File: src/simd_lane_pkg.sv
// ----------------------------------------------------------
// lane geometry, lane and vector types, operation codes
// ----------------------------------------------------------
`default_nettype none

package simd_lane_pkg;

    // ----------------------------------------------------------
    // geometry
    // ----------------------------------------------------------
    localparam int LANE_W = 8;
    localparam int LANES  = 8;
    localparam int VEC_W  = LANE_W * LANES;

    // shuffle index bits taken from each b lane
    localparam int IDX_W  = 4;

    // ----------------------------------------------------------
    // lane and vector types
    // ----------------------------------------------------------
    typedef logic signed [LANE_W-1:0] lane_t;
    typedef logic        [VEC_W-1:0]  vec_t;

    // ----------------------------------------------------------
    // operation codes, 12 to 15 unused
    // ----------------------------------------------------------
    typedef enum logic [3:0] {
        OP_MAX     = 4'd0,
        OP_ADDS    = 4'd1,
        OP_SUBS    = 4'd2,
        OP_ACCUPP  = 4'd3,
        OP_ACCUPM  = 4'd4,
        OP_SHUFFLE = 4'd5,
        OP_DIV_ADD = 4'd6,
        OP_DIV_SUB = 4'd7,
        OP_SB_SAT  = 4'd8,
        OP_MAXPM   = 4'd9,
        OP_BLEND   = 4'd10,
        OP_SCALE   = 4'd11
    } simd_op_e;

    // clamp bound of sb_sat
    localparam int SAT_LIMIT = 63;

    // b lane value that zeroes a shuffle lane
    localparam logic [LANE_W-1:0] SHFL_ZERO_KEY = 8'h01;

endpackage

`default_nettype wire

File: src/simd_io_pkg.sv
// ----------------------------------------------------------
// command struct for the handshake and the command FIFO
// ----------------------------------------------------------
`default_nettype none

package simd_io_pkg;

    import simd_lane_pkg::*;

    // ----------------------------------------------------------
    // one command, 196 bits
    // ----------------------------------------------------------
    // op sits in the top bits, imm in the bottom 64
    typedef struct packed {
        simd_op_e op;
        // first operand vector
        vec_t     a;
        // second operand, also shuffle indices
        vec_t     b;
        // third operand, blend mask for OP_BLEND
        vec_t     imm;
    } simd_cmd_t;

    // handy for width checks in the top level
    localparam int CMD_W = $bits(simd_cmd_t);

endpackage

`default_nettype wire

File: src/simd_cmd_fifo.sv
// ----------------------------------------------------------
// command FIFO: circular store with occupancy count
// ----------------------------------------------------------
`timescale 1ns/1ps
`default_nettype none

module simd_cmd_fifo
    import simd_io_pkg::*;
#(
    parameter int FIFO_DEPTH = 4
) (
    input  wire logic      clk_i,
    input  wire logic      rst_n_i,
    input  wire logic      push_i,
    input  wire simd_cmd_t push_cmd_i,
    input  wire logic      pop_i,
    output simd_cmd_t      head_cmd_o,
    output logic           full_o,
    output logic           empty_o
);

    localparam int PTR_W = $clog2(FIFO_DEPTH);
    localparam int CNT_W = $clog2(FIFO_DEPTH + 1);

    simd_cmd_t        mem_q [FIFO_DEPTH];
    logic [PTR_W-1:0] wr_ptr_q;
    logic [PTR_W-1:0] rd_ptr_q;
    logic [CNT_W-1:0] count_q;
    logic             do_push;
    logic             do_pop;

    assign do_push = push_i && !full_o;
    assign do_pop  = pop_i && !empty_o;

    // ----------------------------------------------------------
    // pointers and count
    // ----------------------------------------------------------
    always_ff @(posedge clk_i) begin
        if (!rst_n_i) begin
            wr_ptr_q <= '0;
            rd_ptr_q <= '0;
            count_q  <= '0;
        end else begin
            if (do_push) begin
                // wrap by hand, depth need not be a power of two
                wr_ptr_q <= (wr_ptr_q == PTR_W'(FIFO_DEPTH - 1)) ? '0 : wr_ptr_q + 1'b1;
            end
            if (do_pop) begin
                rd_ptr_q <= (rd_ptr_q == PTR_W'(FIFO_DEPTH - 1)) ? '0 : rd_ptr_q + 1'b1;
            end
            if (do_push && !do_pop) begin
                count_q <= count_q + 1'b1;
            end else if (do_pop && !do_push) begin
                count_q <= count_q - 1'b1;
            end
        end
    end

    // storage
    always_ff @(posedge clk_i) begin
        if (do_push) begin
            mem_q[wr_ptr_q] <= push_cmd_i;
        end
    end

    assign head_cmd_o = mem_q[rd_ptr_q];
    assign full_o     = (count_q == CNT_W'(FIFO_DEPTH));
    assign empty_o    = (count_q == '0);

endmodule

`default_nettype wire

File: src/simd_cmd_sink.sv
// ----------------------------------------------------------
// command sink: four-phase slave that pushes into the FIFO
// ----------------------------------------------------------
`timescale 1ns/1ps
`default_nettype none

module simd_cmd_sink
    import simd_io_pkg::*;
(
    input  wire logic      clk_i,
    input  wire logic      rst_n_i,
    input  wire logic      cmd_req_i,
    input  wire simd_cmd_t cmd_i,
    input  wire logic      fifo_full_i,
    output logic           cmd_ack_o,
    output logic           push_o,
    output simd_cmd_t      push_cmd_o
);

    typedef enum logic {
        SINK_IDLE  = 1'b0,
        SINK_ACKED = 1'b1
    } sink_state_e;

    sink_state_e state_q;
    sink_state_e state_d;

    // ----------------------------------------------------------
    // next state and push
    // ----------------------------------------------------------
    always_comb begin
        state_d = state_q;
        push_o  = 1'b0;
        case (state_q)
            SINK_IDLE: begin
                // ack held back while the FIFO has no room
                if (cmd_req_i && !fifo_full_i) begin
                    push_o  = 1'b1;
                    state_d = SINK_ACKED;
                end
            end
            SINK_ACKED: begin
                // wait for req to drop before the next command
                if (!cmd_req_i) begin
                    state_d = SINK_IDLE;
                end
            end
            default: state_d = SINK_IDLE;
        endcase
    end

    always_ff @(posedge clk_i) begin
        if (!rst_n_i) begin
            state_q <= SINK_IDLE;
        end else begin
            state_q <= state_d;
        end
    end

    // command is stable while req is high
    assign push_cmd_o = cmd_i;

    assign cmd_ack_o  = (state_q == SINK_ACKED);

endmodule

`default_nettype wire

File: src/simd_exec.sv
// ----------------------------------------------------------
// execute stage: pops commands, registers results and
// drives the four-phase response
// ----------------------------------------------------------
`timescale 1ns/1ps
`default_nettype none

module simd_exec
    import simd_lane_pkg::*;
    import simd_io_pkg::*;
(
    input  wire logic      clk_i,
    input  wire logic      rst_n_i,
    input  wire simd_cmd_t head_cmd_i,
    input  wire logic      fifo_empty_i,
    input  wire logic      rsp_ack_i,
    output logic           pop_o,
    output logic           rsp_req_o,
    output vec_t           rsp_data_o
);

    typedef enum logic [1:0] {
        EXEC_IDLE    = 2'd0,
        EXEC_WAIT_HI = 2'd1,
        EXEC_WAIT_LO = 2'd2
    } exec_state_e;

    exec_state_e state_q;
    vec_t        lane_result;
    vec_t        result_q;

    simd_lane_ops u_simd_lane_ops (
        .cmd_i    (head_cmd_i),
        .result_o (lane_result)
    );

    // take the head whenever idle
    assign pop_o = (state_q == EXEC_IDLE) && !fifo_empty_i;

    // ----------------------------------------------------------
    // response FSM
    // ----------------------------------------------------------
    always_ff @(posedge clk_i) begin
        if (!rst_n_i) begin
            state_q <= EXEC_IDLE;
        end else begin
            case (state_q)
                EXEC_IDLE: begin
                    if (pop_o) begin
                        state_q <= EXEC_WAIT_HI;
                    end
                end
                EXEC_WAIT_HI: begin
                    if (rsp_ack_i) begin
                        state_q <= EXEC_WAIT_LO;
                    end
                end
                EXEC_WAIT_LO: begin
                    // back to idle, next pop one edge later
                    if (!rsp_ack_i) begin
                        state_q <= EXEC_IDLE;
                    end
                end
                default: state_q <= EXEC_IDLE;
            endcase
        end
    end

    // result held for the whole response
    always_ff @(posedge clk_i) begin
        if (pop_o) begin
            result_q <= lane_result;
        end
    end

    assign rsp_req_o  = (state_q == EXEC_WAIT_HI);
    assign rsp_data_o = result_q;

endmodule

`default_nettype wire

File: src/simd_lane_ops.sv
// ----------------------------------------------------------
// per-lane packed-byte arithmetic and byte shuffle network
// ----------------------------------------------------------
`timescale 1ns/1ps
`default_nettype none

module simd_lane_ops
    import simd_lane_pkg::*;
    import simd_io_pkg::*;
(
    input  wire simd_cmd_t cmd_i,
    output vec_t           result_o
);

    // ----------------------------------------------------------
    // one slice per lane, all results wrap to 8 bits
    // ----------------------------------------------------------
    for (genvar i = 0; i < LANES; i++) begin : g_lane

        lane_t              a;
        lane_t              b;
        lane_t              imm;
        lane_t              r_max;
        lane_t              r_add;
        lane_t              r_sub;
        lane_t              r_divadd;
        lane_t              r_divsub;
        lane_t              r_sat;
        lane_t              r_sb_sat;
        lane_t              r_imm_sub;
        lane_t              r_maxpm;
        lane_t              r_accupp;
        lane_t              r_accupm;
        lane_t              r_blend;
        logic [LANE_W-1:0]  mag;
        logic [LANE_W-1:0]  mag_scaled;
        lane_t              r_scale;
        logic [IDX_W-1:0]   idx;
        lane_t              r_shuffle;
        lane_t              res;

        assign a   = cmd_i.a[i*LANE_W +: LANE_W];
        assign b   = cmd_i.b[i*LANE_W +: LANE_W];
        assign imm = cmd_i.imm[i*LANE_W +: LANE_W];

        // signed max, b wins ties
        assign r_max = (a <= b) ? b : a;

        assign r_add = a + b;
        assign r_sub = a - b;

        // halving ops shift in a zero, not the sign
        assign r_divadd = {1'b0, r_add[LANE_W-1:1]};
        assign r_divsub = {1'b0, r_sub[LANE_W-1:1]};

        // clamp to +-63 then subtract b
        assign r_sat = (a > SAT_LIMIT)  ? lane_t'(SAT_LIMIT)  :
                       (a < -SAT_LIMIT) ? lane_t'(-SAT_LIMIT) : a;
        assign r_sb_sat = r_sat - b;

        // max of (a+b) and (imm-b)
        assign r_imm_sub = imm - b;
        assign r_maxpm   = (r_add < r_imm_sub) ? r_imm_sub : r_add;

        assign r_accupp = r_add + imm;
        assign r_accupm = r_add - imm;

        // imm acts as a bit mask, set bits take a
        assign r_blend = (a & imm) | (b & ~imm);

        // scale by 3/4 on the magnitude, -128 stays 0x80
        assign mag        = a[LANE_W-1] ? LANE_W'(-a) : a;
        assign mag_scaled = mag - (mag >> 2);
        assign r_scale    = (a[LANE_W-1] ? lane_t'(-mag_scaled) : lane_t'(mag_scaled)) + b;

        // ------------------------------------------------------
        // shuffle: pick a byte of A by index
        // ------------------------------------------------------
        assign idx = b[IDX_W-1:0];

        always_comb begin
            r_shuffle = '0;
            // indices of 8 and up give zero
            if (b != SHFL_ZERO_KEY && idx < LANES) begin
                r_shuffle = cmd_i.a[idx*LANE_W +: LANE_W];
            end
        end

        // result select
        always_comb begin
            case (cmd_i.op)
                OP_MAX:     res = r_max;
                OP_ADDS:    res = r_add;
                OP_SUBS:    res = r_sub;
                OP_ACCUPP:  res = r_accupp;
                OP_ACCUPM:  res = r_accupm;
                OP_SHUFFLE: res = r_shuffle;
                OP_DIV_ADD: res = r_divadd;
                OP_DIV_SUB: res = r_divsub;
                OP_SB_SAT:  res = r_sb_sat;
                OP_MAXPM:   res = r_maxpm;
                OP_BLEND:   res = r_blend;
                OP_SCALE:   res = r_scale;
                // undefined codes return zero
                default:    res = '0;
            endcase
        end

        assign result_o[i*LANE_W +: LANE_W] = res;

    end

endmodule

`default_nettype wire

File: src/turbo_simd_unit.sv
// ----------------------------------------------------------
// packed-byte SIMD unit: command sink, FIFO, execute stage
// ----------------------------------------------------------
`timescale 1ns/1ps
`default_nettype none

module turbo_simd_unit
    import simd_lane_pkg::*;
    import simd_io_pkg::*;
#(
    parameter int FIFO_DEPTH = 4
) (
    input  wire logic      clk_i,
    input  wire logic      rst_n_i,
    input  wire logic      cmd_req_i,
    input  wire simd_cmd_t cmd_i,
    input  wire logic      rsp_ack_i,
    output logic           cmd_ack_o,
    output logic           rsp_req_o,
    output vec_t           rsp_data_o
);

    logic      push;
    simd_cmd_t push_cmd;
    logic      fifo_full;
    logic      fifo_empty;
    simd_cmd_t head_cmd;
    logic      pop;

    simd_cmd_sink u_simd_cmd_sink (
        .clk_i       (clk_i),
        .rst_n_i     (rst_n_i),
        .cmd_req_i   (cmd_req_i),
        .cmd_i       (cmd_i),
        .fifo_full_i (fifo_full),
        .cmd_ack_o   (cmd_ack_o),
        .push_o      (push),
        .push_cmd_o  (push_cmd)
    );

    simd_cmd_fifo #(
        .FIFO_DEPTH (FIFO_DEPTH)
    ) u_simd_cmd_fifo (
        .clk_i      (clk_i),
        .rst_n_i    (rst_n_i),
        .push_i     (push),
        .push_cmd_i (push_cmd),
        .pop_i      (pop),
        .head_cmd_o (head_cmd),
        .full_o     (fifo_full),
        .empty_o    (fifo_empty)
    );

    simd_exec u_simd_exec (
        .clk_i        (clk_i),
        .rst_n_i      (rst_n_i),
        .head_cmd_i   (head_cmd),
        .fifo_empty_i (fifo_empty),
        .rsp_ack_i    (rsp_ack_i),
        .pop_o        (pop),
        .rsp_req_o    (rsp_req_o),
        .rsp_data_o   (rsp_data_o)
    );

endmodule

`default_nettype wire

File: config.mk
export PLATFORM = sky130hd
export DESIGN_NAME = turbo_simd_unit
export DESIGN_NICKNAME = d
export VERILOG_FILES = /design/src/simd_lane_pkg.sv /design/src/simd_io_pkg.sv /design/src/simd_cmd_fifo.sv /design/src/simd_cmd_sink.sv /design/src/simd_exec.sv /design/src/simd_lane_ops.sv /design/src/turbo_simd_unit.sv
export SDC_FILE = /design/constraint.sdc
export NUM_CORES = 2
export LEC_CHECK = 0
export BUFFER_PORTS_ARGS = -buffer_cell sky130_fd_sc_hd__buf_2
export CAP_MARGIN = 20
export CELL_PAD_IN_SITES_DETAIL_PLACEMENT = 2
export CELL_PAD_IN_SITES_GLOBAL_PLACEMENT = 2
export CORE_ASPECT_RATIO = 2
export CORE_MARGIN = 1.5
export CORE_UTILIZATION = 40
export DETAILED_ROUTE_END_ITERATION = 10
export PLACE_DENSITY = 0.82
export SLEW_MARGIN = 20
export SYNTH_ARGS = -nofsm -noshare
export SYNTH_HDL_FRONTEND = slang
export SYNTH_SLANG_ARGS = --single-unit
File: constraint.sdc
create_clock -name clk_i -period 13.56 [get_ports clk_i]
set_clock_uncertainty 0.2 [all_clocks]
set_input_delay 2.034 -clock clk_i [delete_from_list [all_inputs] [get_ports clk_i]]
set_output_delay 2.034 -clock clk_i [all_outputs]
set_load 0.02 [all_outputs]
### Word level (Yosys, flattened, before mapping)

Memories as Yosys holds them, arrays and structs flattened. A register that Yosys moved wholly into a read port is not among the register bits.
Index checks and enable logic that the tools add are counted.

* flip-flop bits (word level): 74
* bits in writable memories: 784
* input bits: 200
* memories kept: 1

* add/sub/neg operators: 84
* magnitude comparators: 40
* equal/unequal tests: 27
* shift operators: 8
* mux-type cells: 80
* bitwise logic cells: 33
* reduce and logical (&&, ||, !) cells: 23

Memories
* u_simd_cmd_fifo.mem_q: depth 4, bits a word 196, rd ports 1, clocked after memory_dff 1, write ports 1, line simd_cmd_fifo.sv:25 `simd_cmd_t mem_q [FIFO_DEPTH];`

Operators by type and width (number)
* 8-bit one-hot mux with 12 select lines: 8
* 64-bit by 8-bit indexed part select with 8-bit output: 8
* 8-bit 2-to-1 mux: 56
* 8-bit subtractor: 32
* 8-bit adder: 24
* 8-bit AND: 16
* 8-bit negator: 16
* 8-bit by 7-bit > comparator with 1-bit output (second input constant): 8
* 8-bit less-or-equal comparator: 8
* 8-bit by 7-bit less-than comparator with 1-bit output (second input constant): 8
* 8-bit less-than comparator: 8
* 8-bit by 1-bit != test with 1-bit output (second input constant): 8
* 8-bit NOT: 8
* 8-bit bitwise OR: 8
* 8-bit by 6-bit subtractor with 8-bit output: 8
* 4-bit less-than comparator (second input constant): 8
* 4-bit by 3-bit equality test with 1-bit output (second input constant): 4
* 4-bit equality test (second input constant): 4
* 1-bit logical AND: 14
* 2-bit 2-to-1 mux: 7
* 4-bit by 2-bit equality test with 1-bit output (second input constant): 2
* 2-bit equality test (second input constant): 3
* 3-bit 2-to-1 mux: 2
* 2-bit != test (second input constant): 3
* other kinds (16): 24

### Logic depth before layout (Yosys ltp)

* word-level depth: 10
* mapped depth: 32
* mapped depth without buffers: 27

### By module

A second synthesis with hierarchy kept.

* cell total of the unflattened synthesis: 5714
* area, all modules: 64760.9 sq um

Modules (own cells, without submodules)
* simd_lane_ops: instances 1, cells each 4366, area each 32474.9 sq um, seq. area each 0.0 sq um
* simd_cmd_fifo: instances 1, cells each 1075, area each 28750.1 sq um, seq. area each 23722.8 sq um
* simd_exec: instances 1, cells each 72, area each 2015.7 sq um, seq. area each 1961.9 sq um
* simd_cmd_sink: instances 1, cells each 201, area each 1520.2 sq um, seq. area each 20.0 sq um

### Worst setup path after synthesis

OpenSTA, ideal clock, no wires.

* path kind: input to register
* start point: in cmd_req_i
* end point: mem u_simd_cmd_fifo.mem_q[0][0] (netlist bit) (enable)
* setup time: 0.580 ns
* arrival: 6.914 ns
* required time: 12.780 ns
* slack: 5.866 ns
* stages: 3
* cell sequence: and3b_1 clkbuf_1 and2_1

* cells in the longest elaborated chain, start to end: 6

RTL lines
* start, declared: line turbo_simd_unit.sv:15 `input wire logic cmd_req_i,`
* 1-bit logical AND: line simd_cmd_sink.sv:37 `if (cmd_req_i && !fifo_full_i) begin`
* 1-bit 2-to-1 mux: line simd_cmd_sink.sv:37
* 1-bit 2-to-1 mux: line simd_cmd_sink.sv:34 `case (state_q)`
* 1-bit logical AND: line simd_cmd_fifo.sv:32 `assign do_push = push_i && !full_o;`
* via u_simd_cmd_fifo.do_push: line simd_cmd_fifo.sv:29 `logic do_push;`
* 1-bit 2-to-1 mux: line simd_cmd_fifo.sv:61 `if (do_push) begin`
* 1-bit 2-to-1 mux (not written as such): line simd_cmd_fifo.sv:62 `mem_q[wr_ptr_q] <= push_cmd_i;`
* end, declared: line simd_cmd_fifo.sv:25

The timed path passes the listed nets, and every way through them passes these cells.

==> reports/results.ini <==
[run_status]
status = finished clean

[clocking]
cts_resized = 0
cts_buffers = 83
hold_buffers = 0
clk_latency_ns = 0.72
h-tree-depth = 3
clock-root-buffer = clkbuf_16
clk_pin_slew_ns = 0.07
cts.path.max_buffers = 3
cts_tree = built
cts_post_setup_buffers_inserted = 0
cts_sinks = 860

[worst_setup_path]
cp_max_fo = 83
critPathCaptureType = flip-flop
cp-start-kind = flip-flop
slowest_delay_ns = 0.86
cp.required_ns = 13.77
arrival_ns = 8.56
crit_slowest_cell = dfxtp_4
cp_common_cell = inv_1
crit_type = reg2reg

[synthesis]
synth.area.top_cells = edfxtp_1 41%, mux4_2 12%, ha_1 9.6%
syn_area_mm2 = 0.0616
yosys.area.top_type_share_pct = 41.3
synth_seq_area_share_pct = 41.7
synth_most_common_cell = edfxtp_1
synth-warning-count = 0
async_reset_ff_share_pct = 0
ys_ff_latch = 860
synth-edff-count = 848
synth_nets = 5996
syn_area_per_cell_um2 = 11.7
yosysUniqueCellTypes = 104
yosys-top-cells-count = 848 x edfxtp_1, 471 x ha_1, 365 x nand2_1
yosys.area.top_type = edfxtp_1
ys.flop_type = edfxtp_1
synthCells = 5268

[die]
die_h_um = 558
dieArea_mm2 = 0.157
rows = 203
pin_count = 266
die-width_um = 281
core_area_mm2 = 0.153
initial_core_util_pct = 40.3

[drt]
viasPerCell = 6.56
drt-pass1-iter-count = 7
drc_errors = 0
drt_iter0_drc = 4053
vias = 49700
totalWireLength_mm = 279
routedWlPerCell_um = 36.8
ant_nets = 0

[finish]
drive_above_1_share_pct = 16.3
nNetsFinal = 6166
area_growth_pct = 10.3

[global_route]
met3_usage_pct = 8.70
grt_max_degree = 88
grt_pass1_wl_mm = 395
grt_antenna_before_repair = 45
grt_pass1_vias = 55600
grtUsageTotal_pct = 35.5
gr-usage-met2_pct = 61.4
busiest_layer = met2
grt_overflow_total = 0
grtUsageMet1_pct = 35.5

[sta]
rsz0062_at_grt = false
timing.hold.ws_ns = 0.341
slew_viol_final = 0
finalSetupViolCount = 0
fmax_ghz = 0.120
period_minus_slack_ns = 8.35
hold_viol_final = 0
setup_tns_ns = 0
timing.final.crit_share_pct = 61.6
worst_pin_slew_ns = 1.23
maxSlewHeadroom_pct = 16.8

[min_path]
hold_path.class = reg2reg

[place]
io_buffers = 265
hpwlAfterDp_mm = 198
globalplace.congestion = 0.977

[job]
maxCapViolCount = 0

==> stage by stage <==
stage,setup WS [ns],cells,util [%],cell area [µm²]
global route,4.67,7569,44.4,67900
finish,5.21,7579,44.4,67900
floorplan,5.87,5268,-,61600
CTS,5.12,7553,44.4,67900
global placement,5.77,7402,42.6,65200
detailed placement,5.30,7402,42.6,65200
==> sequential cells by signal, indices dropped and copies added, names as in the netlist, named ones only <==
register,count
u_simd_cmd_fifo.mem_q,784
u_simd_exec.rsp_data_o,64
u_simd_cmd_fifo.count_q,3
u_simd_cmd_fifo.rd_ptr_q,2
u_simd_cmd_fifo.wr_ptr_q,2
u_simd_exec.state_q,2
u_simd_cmd_sink.cmd_ack_o,1
==> critical path: cells and delay by family, from the launching register on <==
kind / cells / cell delay, ns
AO/OA/AOI/OAI: 8 / 2.20
XOR/XNOR: 3 / 0.81
adder cells (fa/ha/maj): 3 / 0.83
buffers and inverters: 5 / 1.15
flip-flops: 1 / 0.86
multiplexers: 1 / 0.82
AND/OR/NAND/NOR: 5 / 0.86
==> final timing paths <==
check / from / endpoint / slack [ns] / cells past startpoint
setup / recovery: flip-flop / u_simd_exec.rsp_data_o[13]$_DFFE_PP_ / 5.21 / 25
hold / removal: u_simd_cmd_sink.cmd_ack_o$_SDFF_PN0_ / u_simd_cmd_sink.cmd_ack_o$_SDFF_PN0_ / 0.34 / 1
setup reg to reg: flip-flop / u_simd_exec.rsp_data_o[13]$_DFFE_PP_ / 5.21 / 25
hold reg to reg: u_simd_cmd_sink.cmd_ack_o$_SDFF_PN0_ / u_simd_cmd_sink.cmd_ack_o$_SDFF_PN0_ / 0.34 / 1
==> logic make-up after synthesis <==
logic type | Yosys count | share of synthesized area (%)
AO/OA/AOI/OAI | 1237 | 13.4
AND/OR/NAND/NOR | 1005 | 7.54
flip-flops | 860 | 41.7
buffers and inverters | 644 | 4.26
adder cells (fa/ha/maj) | 533 | 11.5
multiplexers | 509 | 14.7
XOR/XNOR | 480 | 6.90
==> layout make-up <==
| type | instances | area (µm²) |
|---|---|---|
| fill | 15600 | 85000 |
| multi-input combinational | 3764 | 33400 |
| sequential | 860 | 25700 |
| tap | 2050 | 2560 |
| clock buffer | 103 | 2190 |
| timing repair buffer | 360 | 2090 |
| inverter | 369 | 1390 |
| clock inverter | 48 | 493 |
| antenna | 25 | 62.6 |
==> metal layers <==
metal	vias to the layer above	wire length, µm
met3	1299	20400
met5	-	167
li1	20200	-
met2	2591	140000
met1	25500	91100
met4	26	27900
==> cell usage in the layout (no fill, tap or decap), drive strengths merged, types with 122 or more instances in the layout <==
cell type,n
buf,360
ha,471
o21ai,188
nand2,365
xor2,122
a21o,173
a21oi,339
inv,373
mux2i,173
xnor2,357
nor2,288
edfxtp,848
mux4,317
Power is not shown: default switching activity piles up to over one toggle a cycle in this logic, so the estimate is an artifact.
